--- config.mk ---
export PLATFORM = sky130hd
export DESIGN_NAME = rom_bus_top
export DESIGN_NICKNAME = d
export VERILOG_FILES = /design/src/verilog/rom_pkg.sv /design/src/verilog/rom_request.sv /design/src/verilog/rom_arbiter.sv /design/src/verilog/rom_bus_top.sv
export VERILOG_INCLUDE_DIRS = /design/src /design/src/verilog
export SDC_FILE = /design/constraint.sdc
export NUM_CORES = 1
export LEC_CHECK = 0
export ABC_AREA = 1
export BUFFER_PORTS_ARGS = -buffer_cell sky130_fd_sc_hd__clkbuf_2
export CAP_MARGIN = 20
export CORE_MARGIN = 2
export CORE_UTILIZATION = 45
export CTS_CLUSTER_SIZE = 12
export DETAILED_ROUTE_END_ITERATION = 6
export PLACE_DENSITY = 0.69
export SYNTH_ARGS = -nofsm -noshare
export SYNTH_HDL_FRONTEND = slang
export SYNTH_SLANG_ARGS = --single-unit
export TNS_END_PERCENT = 50
--- constraint.sdc ---
create_clock -name clk -period 2.9 [get_ports clk]
set_input_delay 0.145 -clock clk [delete_from_list [all_inputs] [get_ports clk]]
set_output_delay 0.145 -clock clk [all_outputs]
set_load 0.005 [all_outputs]
--- src/verilog/rom_cfg.svh ---
/*
 * build-time settings of the rom access subsystem
 * address widths, where the sprite rom sits in sdram, reload delay
 * included by the package and by every module that sizes a port from it
 */
`ifndef ROM_CFG_SVH
`define ROM_CFG_SVH

// client side address widths
`define MAIN_AW      15      // main cpu byte address, 32 kB program rom
`define OBJ_AW       13      // object engine 32-bit word address, 32 kB

// sdram side
`define SDRAM_AW     22      // 16-bit word address
`define OBJ_OFFSET   16384   // first sdram word of the sprite rom

// cycles from the end of a reload until ready goes high
`define READY_DELAY  4

// program rom is stored byte swapped inside each 16-bit word
// 1'b1 flips address bit 0 in the byte select, 1'b0 keeps linear order
`define MAIN_SWAP_A0 1'b1

`endif

--- src/verilog/rom_pkg.sv ---
/*
 * types shared across the rom bus
 * client payloads, the one-hot client select and the sdram command
 * modules import it inside the body, ports use scoped names
 */
`include "rom_cfg.svh"

package rom_pkg;

    // one sdram read returns two 16-bit words
    typedef logic [31:0] line_t;   // byte 0 in bits 7:0

    typedef logic [7:0]  byte_t;   // main cpu payload
    typedef logic [31:0] word_t;   // object engine payload, a full line

    // which client a read belongs to
    typedef logic [1:0] client_t;  // one-hot

    localparam int CLIENT_MAIN = 0;
    localparam int CLIENT_OBJ  = 1;

    // command towards the sdram controller
    typedef struct packed {
        logic                 req;   // level, dropped after ack
        logic [`SDRAM_AW-1:0] addr;  // held until data_rdy
    } sdram_cmd_t;

endpackage

--- src/verilog/rom_request.sv ---
/*
 * one-line read cache sitting between a rom client and the arbiter
 * a hit answers in the same cycle; a miss holds req until the fill pulse
 * data_t sets the payload: a slice of the line or the whole line
 */
`timescale 1ns/10ps
`include "rom_cfg.svh"

module rom_request #(
    type data_t = rom_pkg::byte_t,
    parameter int AW = `MAIN_AW,
    localparam int DW = $bits(data_t),                    // payload width
    localparam int OW = $clog2($bits(rom_pkg::line_t) / DW)  // offset bits in line
) (
    input  logic             clk,
    input  logic             rst_n,
    input  logic             clear,     // reload in progress, drop the line
    input  logic [AW-1:0]    addr,
    input  logic             addr_ok,   // client really wants addr
    input  rom_pkg::line_t   din,       // sdram read data
    input  logic             fill,      // one-cycle write strobe from arbiter
    output logic             req,       // miss pending
    output logic [AW-OW-1:0] tag,       // line index of the pending miss
    output data_t            dout,
    output logic             data_ok    // dout valid this cycle
);
    import rom_pkg::*;

    line_t            line_q;    // cached line
    logic [AW-OW-1:0] line_tag;  // its line index
    logic             valid;
    logic [AW-OW-1:0] req_tag;   // line index latched with the miss
    logic [AW-OW-1:0] addr_tag;
    logic             hit;
    logic             miss;
    logic             req_q;
    logic             new_miss;

    assign addr_tag = addr[AW-1:OW];   // drop in-line offset

    // same-cycle hit check against the one cached line
    assign hit      = addr_ok && valid && (line_tag == addr_tag);
    assign miss     = addr_ok && !hit;
    assign new_miss = miss && !req_q;  // only the first cycle of a miss

    // valid and req are control state
    always_ff @(posedge clk or negedge rst_n) begin
        if (!rst_n) begin
            valid <= 1'b0;
            req_q <= 1'b0;
        end else if (clear) begin
            valid <= 1'b0;   // rom contents may change during reload
            req_q <= 1'b0;   // arbiter forgets the request too
        end else if (fill) begin
            valid <= 1'b1;
            req_q <= 1'b0;   // served
        end else if (new_miss) begin
            req_q <= 1'b1;   // hold until fill
        end
    end

    // the tag is frozen while the request waits, so the
    // arbiter maps a stable address even if the client moves on
    always_ff @(posedge clk) begin
        if (new_miss) begin
            req_tag <= addr_tag;
        end
        if (fill) begin
            line_q   <= din;
            line_tag <= req_tag;   // what was asked for, not current addr
        end
    end

    // payload select
    generate
        if (OW == 0) begin : g_line
            // payload as wide as the line
            assign dout = data_t'(line_q);
        end else begin : g_slice
            logic [OW-1:0] sel;

            // swapped storage flips a0
            assign sel  = addr[OW-1:0] ^ OW'(`MAIN_SWAP_A0);
            assign dout = data_t'(line_q[sel*DW +: DW]);
        end
    endgenerate

    assign req     = req_q;
    assign tag     = req_tag;
    assign data_ok = hit;   // ok one cycle after fill, or straight on a hit

endmodule

--- src/verilog/rom_arbiter.sv ---
/*
 * arbiter for the shared sdram port of the two rom caches
 * serves one miss at a time, object client first, maps client line
 * indexes to sdram word addresses and runs the ready delay after reload
 */
`timescale 1ns/10ps
`include "rom_cfg.svh"

module rom_arbiter (
    input  logic                clk,
    input  logic                rst_n,
    input  logic                downloading,   // rom download running
    input  logic                loop_rst,      // game loop reset
    input  logic                main_req,
    input  logic                obj_req,
    input  logic [`MAIN_AW-3:0] main_tag,      // 4 bytes per line
    input  logic [`OBJ_AW-1:0]  obj_tag,       // one word per line
    input  logic                sdram_ack,
    input  logic                data_rdy,      // read data valid, one cycle
    output logic                main_fill,
    output logic                obj_fill,
    output logic                clear,         // to both caches
    output rom_pkg::sdram_cmd_t sdram_cmd,
    output logic                ready
);
    import rom_pkg::*;

    localparam logic [`SDRAM_AW-1:0] OBJ_BASE = `SDRAM_AW'(`OBJ_OFFSET);
    localparam int CW = $clog2(`READY_DELAY + 1);   // ready counter width

    client_t              in_svc;     // client whose read is outstanding
    client_t              pending;    // requests not yet being served
    client_t              grant;
    logic                 accept;     // free to take a new miss
    logic                 req_q;
    logic [`SDRAM_AW-1:0] addr_q;
    logic [`SDRAM_AW-1:0] main_map;
    logic [`SDRAM_AW-1:0] obj_map;
    logic [`SDRAM_AW-1:0] next_addr;
    logic [CW-1:0]        ready_cnt;

    // sync clear: download or loop reset
    assign clear = downloading | loop_rst;

    // a client in service keeps req high until its fill, mask it
    assign pending = client_t'({obj_req, main_req}) & ~in_svc;

    // idle, or the current read completes this cycle
    assign accept = (in_svc == '0) || data_rdy;

    // address mapping, one sdram read = two 16-bit words
    assign main_map = `SDRAM_AW'({main_tag, 1'b0});
    assign obj_map  = OBJ_BASE + `SDRAM_AW'({obj_tag, 1'b0});  // past program rom

    // fixed priority, obj first
    always_comb begin
        grant     = '0;
        next_addr = addr_q;   // hold when nothing to take
        if (pending[CLIENT_OBJ]) begin
            grant[CLIENT_OBJ] = 1'b1;
            next_addr         = obj_map;
        end else if (pending[CLIENT_MAIN]) begin
            grant[CLIENT_MAIN] = 1'b1;
            next_addr          = main_map;
        end
    end

    // request level and service owner
    always_ff @(posedge clk or negedge rst_n) begin
        if (!rst_n) begin
            req_q  <= 1'b0;
            in_svc <= '0;
        end else if (clear) begin
            req_q  <= 1'b0;
            in_svc <= '0;
        end else begin
            if (sdram_ack) begin
                req_q <= 1'b0;    // low the cycle after ack
            end
            if (accept) begin
                req_q  <= |pending;   // overrides the ack drop
                in_svc <= grant;      // zero when nothing pending
            end
        end
    end

    // command address, stable from accept until data_rdy
    always_ff @(posedge clk) begin
        if (accept && !clear) begin
            addr_q <= next_addr;
        end
    end

    assign sdram_cmd = '{req: req_q, addr: addr_q};

    // write strobe into the cache that owns the read
    assign main_fill = data_rdy & in_svc[CLIENT_MAIN];
    assign obj_fill  = data_rdy & in_svc[CLIENT_OBJ];

    // ready delay
    // counts the clock edges after clear has gone low, ready set on the
    // READY_DELAY-th one
    always_ff @(posedge clk or negedge rst_n) begin
        if (!rst_n) begin
            ready     <= 1'b0;
            ready_cnt <= '0;
        end else if (clear) begin
            ready     <= 1'b0;
            ready_cnt <= '0;
        end else if (!ready) begin
            if (ready_cnt == CW'(`READY_DELAY - 1)) begin
                ready <= 1'b1;   // stays until next clear
            end else begin
                ready_cnt <= ready_cnt + 1'b1;
            end
        end
    end

endmodule

--- src/verilog/rom_bus_top.sv ---
/*
 * rom access subsystem top
 * program rom cache, sprite rom cache and the arbiter on one sdram port
 * the sdram controller itself sits outside, on sdram_cmd / ack / data_rdy
 */
`timescale 1ns/10ps
`include "rom_cfg.svh"

module rom_bus_top (
    input  logic                clk,
    input  logic                rst_n,
    input  logic                downloading,
    input  logic                loop_rst,
    // main cpu, program rom
    input  logic [`MAIN_AW-1:0] main_addr,
    input  logic                main_cs,
    output rom_pkg::byte_t      main_dout,
    output logic                main_ok,
    // object engine, sprite rom, always enabled
    input  logic [`OBJ_AW-1:0]  obj_addr,
    output rom_pkg::word_t      obj_dout,
    output logic                obj_ok,
    output logic                ready,
    // sdram port
    output rom_pkg::sdram_cmd_t sdram_cmd,
    input  logic                sdram_ack,
    input  logic                data_rdy,
    input  rom_pkg::line_t      data_read
);

    logic                main_req;
    logic                obj_req;
    logic [`MAIN_AW-3:0] main_tag;   // byte address without line offset
    logic [`OBJ_AW-1:0]  obj_tag;    // whole word address
    logic                main_fill;
    logic                obj_fill;
    logic                clear;

    rom_request #(
        .data_t  ( rom_pkg::byte_t ),
        .AW      ( `MAIN_AW        )
    ) u_main (
        .clk     ( clk       ),
        .rst_n   ( rst_n     ),
        .clear   ( clear     ),
        .addr    ( main_addr ),
        .addr_ok ( main_cs   ),
        .din     ( data_read ),
        .fill    ( main_fill ),
        .req     ( main_req  ),
        .tag     ( main_tag  ),
        .dout    ( main_dout ),
        .data_ok ( main_ok   )
    );

    rom_request #(
        .data_t  ( rom_pkg::word_t ),
        .AW      ( `OBJ_AW         )
    ) u_obj (
        .clk     ( clk       ),
        .rst_n   ( rst_n     ),
        .clear   ( clear     ),
        .addr    ( obj_addr  ),
        .addr_ok ( 1'b1      ),   // engine reads every cycle
        .din     ( data_read ),
        .fill    ( obj_fill  ),
        .req     ( obj_req   ),
        .tag     ( obj_tag   ),
        .dout    ( obj_dout  ),
        .data_ok ( obj_ok    )
    );

    rom_arbiter u_arbiter (
        .clk         ( clk         ),
        .rst_n       ( rst_n       ),
        .downloading ( downloading ),
        .loop_rst    ( loop_rst    ),
        .main_req    ( main_req    ),
        .obj_req     ( obj_req     ),
        .main_tag    ( main_tag    ),
        .obj_tag     ( obj_tag     ),
        .sdram_ack   ( sdram_ack   ),
        .data_rdy    ( data_rdy    ),
        .main_fill   ( main_fill   ),
        .obj_fill    ( obj_fill    ),
        .clear       ( clear       ),
        .sdram_cmd   ( sdram_cmd   ),
        .ready       ( ready       )
    );

endmodule

* Word-level counts from Yosys, hierarchy flattened
Cells that the tools add are included.
Word-level totals: memories 0, word-level logic and storage cells 79, flip-flop bits (word level) 149, latch bits 0, ROM bits 0, RAM bits 0
Operators by class: eq/ne operators 5, shifts and indexed selects 1, divide/modulo/power cells 0, mux-type cells 26, multipliers 0, $add $sub $neg 2, order comparisons 0, bitwise logic cells 6, reduce and logical (&&, ||, !) cells 24
Operator list (count):
- 22-bit 2-to-1 mux | 2
- 32-bit by 6-bit variable part select with 8-bit output | 1
- 13-bit == test | 2
- 1-bit 2-to-1 mux | 19
- 15-bit by 14-bit adder with 16-bit output (first input constant) | 1
- 3-bit 2-to-1 mux | 3
- 3-bit nonzero test | 3
- 2-bit nonzero test | 4
- 1-bit logical AND | 7
- 1-bit zero test | 5
- 2-bit 2-to-1 mux | 2
- 2-bit by 1-bit != test with 1-bit output (second input constant) | 2
- 2-bit AND reduction | 2
- 3-bit by 1-bit adder with 3-bit output (second input constant) | 1
- 3-bit by 2-bit == test with 1-bit output (second input constant) | 1
- 1-bit bitwise AND | 2
- 2-bit bitwise AND | 1
- 2-bit zero test | 1
- 2-bit inverter | 1
- 2-bit OR reduction | 1
- 1-bit logical OR | 1
- 1-bit inverter | 1
- 1-bit bitwise OR | 1

* Longest topological paths before layout
word-level depth 8, gate-level depth with buffers 9

* Modules after synthesis
Synthesis repeated with hierarchy kept, for this count alone.
Second synthesis, totals: cells, all modules 474, area total of the unflattened synthesis 5672.9 um^2
Modules (own cells, without submodules):
- rom_request (u_main) | cells each 199, area each 2406.1 um^2, times used 1, seq. area each 1791.7 um^2
- rom_request (u_obj) | cells each 159, area each 2200.9 um^2, times used 1, seq. area each 1791.7 um^2
- rom_arbiter | cells each 115, area each 1062.3 um^2, times used 1, seq. area each 595.6 um^2
- rom_bus_top | cells each 1, area each 3.8 um^2, times used 1, seq. area each 0.0 um^2

* Worst setup path after synthesis
Ideal clock, no wire load.
path kind register to register, from reg u_arbiter.in_svc[1], to reg u_obj.line_q[0], in the netlist u_obj.dout[0], enable pin, buffers on the path 0, cell stages (with the launch flop) 3, required time 2.500 ns, library setup time 0.400 ns, arrival 1.403 ns, slack 1.097 ns, period minus slack after synthesis 1.803 ns, cell sequence dfrtp_1 > nand2_1 > inv_1
Between the ends: cells in the longest elaborated chain, start to end 1
RTL lines:
- from (decl) | line rom_arbiter.sv:31 | client_t in_svc;
- from (signal assigned) | line rom_arbiter.sv:82 | in_svc <= grant;
- 1-bit bitwise AND | line rom_arbiter.sv:98 | assign obj_fill = data_rdy & in_svc[CLIENT_OBJ];
- net obj_fill | line rom_bus_top.sv:36 | logic obj_fill;
- to (signal assigned) | line rom_request.sv:69 | line_q <= din;
- to (decl) | line rom_request.sv:29 | line_t line_q;
The timed path passes the listed nets, and every way through them passes these cells. A chain may end at the register's enable or synchronous reset.

* Final worst setup path
from reg u_arbiter.in_svc[1], to reg u_obj.valid
Between the ends: cells in the longest elaborated chain, start to end 2
RTL lines:
- 1-bit bitwise AND | line rom_arbiter.sv:98
- net obj_fill | line rom_bus_top.sv:36
- 2-bit nonzero test (no line)
- to (signal assigned) | line rom_request.sv:49 | valid <= 1'b0;
- to (signal assigned) | line rom_request.sv:52 | valid <= 1'b0;
- to (signal assigned) | line rom_request.sv:55 | valid <= 1'b1;
- to (decl) | line rom_request.sv:31 | logic valid;
The timed path passes the listed nets, and every way through them passes these cells.

==> results.sh <==
export IMPL_outcome="completed"
export IMPL_clkLatencyLatePin_ns=0.40
export IMPL_cpMaxStageDelayCell="clkinv_1"
export IMPL_antenna_found_initial=0
export IMPL_synth_async_sr_flop_share=0.07801
export IMPL_rsz0062_at_grt="no"
export IMPL_fillers=893
export IMPL_die_h_um=114.1
export IMPL_slew_violations=0
export IMPL_finalHoldViolCount=0
export IMPL_drc_errors=0
export IMPL_fin_cells=791
export IMPL_drt_iter0_drc=219
export IMPL_cts_tree="done"
export IMPL_cellPowerDensity_mw_per_mm2=626.3
export IMPL_cts_root_buf="clkbuf_16"
export IMPL_critPathMaxStageDelay_ns=0.75
export IMPL_synth_warnings=0
export IMPL_htree_levels=4
export IMPL_diodes=0
export IMPL_avgSynthCellArea_um2=12.76
export IMPL_pin_count=133
export IMPL_cp_arrival_ns=2.44
export IMPL_placed_cells=698
export IMPL_worst_path_max_fanout=26
export IMPL_worst_setup_path_end_kind="register"
export IMPL_viasPerCell=4.791
export IMPL_r2r_setup_slack_ns=0.76
export IMPL_cts_resized=0
export IMPL_cts_buffers=17
export IMPL_drive_gt1_frac=0.2655
export IMPL_cts_sinks=141
export IMPL_core_area_mm2=0.01191
export IMPL_via_count=3790
export IMPL_ir_worst_vdd_mv=0.4205
export IMPL_hold_class="in2reg"
export IMPL_dieArea_mm2=0.01301
export IMPL_ant_nets=0
export IMPL_fin_crit_ns=2.142
export IMPL_synth_edf_count=130
export IMPL_die_x_um=114.1
export IMPL_critical_path_top_delay_family="buffers and inverters"
export IMPL_clk_pin_slew_ns=0.06
export IMPL_finClkSkew_ns=0.005761
export IMPL_tightest_slew_ns=0.9840
export IMPL_grt_pass1_vias=3861
export IMPL_crit_chain="nand2_1 -> clkinv_1 -> buf_4 -> o21ai_0 -> inv_1"
export IMPL_finalCritPeriodShare=0.7388
export IMPL_ys_types=26
export IMPL_critPathRequiredTime_ns=3.19
export IMPL_p_leak_nw=3.187
export IMPL_netlist_instances=427
export IMPL_synth_ff_type="edfxtp_1"
export IMPL_setup_viol=0
export IMPL_grt_total_usage=0.1926
export IMPL_ys_seq_area_frac=0.7668
export IMPL_overflow=0
export IMPL_post_cts_buffers=0
export IMPL_wl_um=11990
export IMPL_grt_max_degree=27
export IMPL_syn_area_mm2=0.005450
export IMPL_clk_path_buf_depth=2
export IMPL_drv_cap=0
export IMPL_wl_per_cell_um=15.16
export IMPL_initial_core_util=0.4576
export IMPL_timing_critical_path_buf_inv=3
export IMPL_gp_congestion=0.8164
export IMPL_dpl_hpwl_um=8244
export IMPL_fin_tns_setup_ns=0
export IMPL_num_rows=40
export IMPL_fin_nets=700
export IMPL_maxSlewHeadroom=0.3399
export IMPL_first_pass_iters=4
export IMPL_ys_ff_latch=141
export IMPL_area_growth_pct=36.11
export IMPL_start_kind="register"
export IMPL_hold_slack_ns=0.02373
export IMPL_criticalPathCategory="reg2reg"
export IMPL_clock_fmax_mhz=466.8
export IMPL_grt_pass1_wl_um=18800
export IMPL_io_buffers=124
-- cells by family after synthesis --
logic type,synth area share
AO/OA/AOI/OAI,0.04201
XOR/XNOR,0.004822
adder cells (fa/ha/maj),0.004591
buffers and inverters,0.05349
flip-flops,0.7668
other,0.0006880
AND/OR/NAND/NOR,0.1276
-- final timing paths --
path,start,endpoint,cells after the start
min in group asynchronous,rst_n,u_arbiter.ready$_DFF_PN0_,2
worst max-delay path,u_arbiter.in_svc[1]$_DFFE_PN0P_,u_obj.valid$_DFFE_PN0N_,5
worst min-delay path,main_cs,u_main.req$_DFFE_PN0P_,3
worst min register to register,u_main.tag[8]$_DFFE_PP_,u_main.line_tag[8]$_DFFE_PP_,0
max in group asynchronous,rst_n,u_main.valid$_DFFE_PN0N_,2
worst max register to register,u_arbiter.in_svc[1]$_DFFE_PN0P_,u_obj.valid$_DFFE_PN0N_,5
-- power breakdown --
part           internal [mW]  switching, mW  total (mW)
Combinational          0.133          0.146       0.279
Sequential              2.28         0.0262        2.31
Clock                   1.26          0.803        2.06
-- cell usage after synthesis (2+ instances only) --
cell      count  share of area
buf_2         2         0.0018
buf_4        12          0.017
dfrtp_1      11          0.051
edfxtp_1    130           0.72
ha_1          2         0.0046
inv_1        47          0.032
inv_2         4         0.0028
nand2_1     108          0.074
nand3_1       6         0.0055
nand4_1       2         0.0023
nor2_1       45          0.031
nor2_2        3         0.0034
nor3_1        3         0.0028
nor3b_1       2         0.0028
o21ai_0      30          0.028
o22ai_1       9          0.010
xor2_1        2         0.0032
-- stage by stage --
| stage | power, mW | setup WS, ns | util | instance area [um^2] |
|---|---|---|---|---|
| 3_5_place_dp | 2.562 | 0.7033 | 0.5233 | 6233 |
| 6_report | 4.646 | 0.7575 | 0.6228 | 7418 |
| 2_1_floorplan | 2.442 | 1.097 | - | 5477 |
| 4_1_cts | 4.678 | 0.6852 | 0.6228 | 7418 |
| 3_3_place_gp | 2.554 | 0.7394 | 0.5233 | 6233 |
| 5_1_grt | 4.826 | 0.5967 | 0.6228 | 7418 |
-- cells in the final DEF (no fill, tap or decap), types with 2 or more instances in the layout --
| cell | synthesis | layout |
|---|---|---|
| xor2_1 | 2 | 2 |
| nor3b_1 | 2 | 2 |
| buf_4 | 12 | 7 |
| nand3_1 | 6 | 6 |
| nand4_1 | 2 | 2 |
| nor3_1 | 3 | 3 |
| inv_2 | 4 | 4 |
| conb_1 | 1 | 8 |
| inv_1 | 47 | 45 |
| clkinv_1 | 0 | 4 |
| o21ai_0 | 30 | 30 |
| nor2_1 | 45 | 45 |
| edfxtp_1 | 130 | 130 |
| o22ai_1 | 9 | 9 |
| dfrtp_1 | 11 | 11 |
| clkinv_4 | 0 | 2 |
| dlygate4sd3_1 | 0 | 61 |
| bufinv_16 | 0 | 2 |
| clkinv_2 | 0 | 2 |
| nor2_2 | 3 | 3 |
| nand2_1 | 108 | 108 |
| ha_1 | 2 | 2 |
| clkbuf_2 | 0 | 124 |
| clkbuf_16 | 0 | 17 |
| clkinvlp_4 | 0 | 6 |
-- state kept, by name, summed over array words and instances (netlist names), 2 cells and up --
name / cells
u_obj.line_tag: 13
u_obj.dout: 32
u_arbiter.addr_q: 14
u_main.line_tag: 13
u_main.line_q: 32
u_obj.tag: 13
u_arbiter.ready_cnt: 3
u_main.tag: 13
u_arbiter.in_svc: 2
-- worst min-delay path, stage by stage --
cell	delay (ns)
clkbuf_2	0.09
nand2_1	0.08
a21oi_1	0.06
-- timing repair --
| item | in CTS | in global routing |
|---|---|---|
| hold buffers | 61 | 0 |
| setup endpoints to repair | 0 | 0 |
| endpoints found under the hold margin | 102 | 0 |
-- layer usage --
metal	routed length, um	vias to the layer above	global-route usage
li1	-	1840	-
met1	5226	1795	0.2383
met2	5893	141	0.3310
met3	748	14	0.05241
met4	125	0	0.06179
met5	0	-	0
-- cell type report --
cell class / count / area [um^2] / share of cell area
sequential: 141 / 4179 / 0.5633
timing repair buffer: 192 / 1284 / 0.1730
multi-input combinational: 228 / 1006 / 0.1356
clock buffer: 17 / 425.4 / 0.05735
inverter: 51 / 191.4 / 0.02581
tap: 147 / 183.9 / 0.02479
clock inverter: 15 / 148.9 / 0.02007
Note: power is estimated with default switching activity, not from simulation.
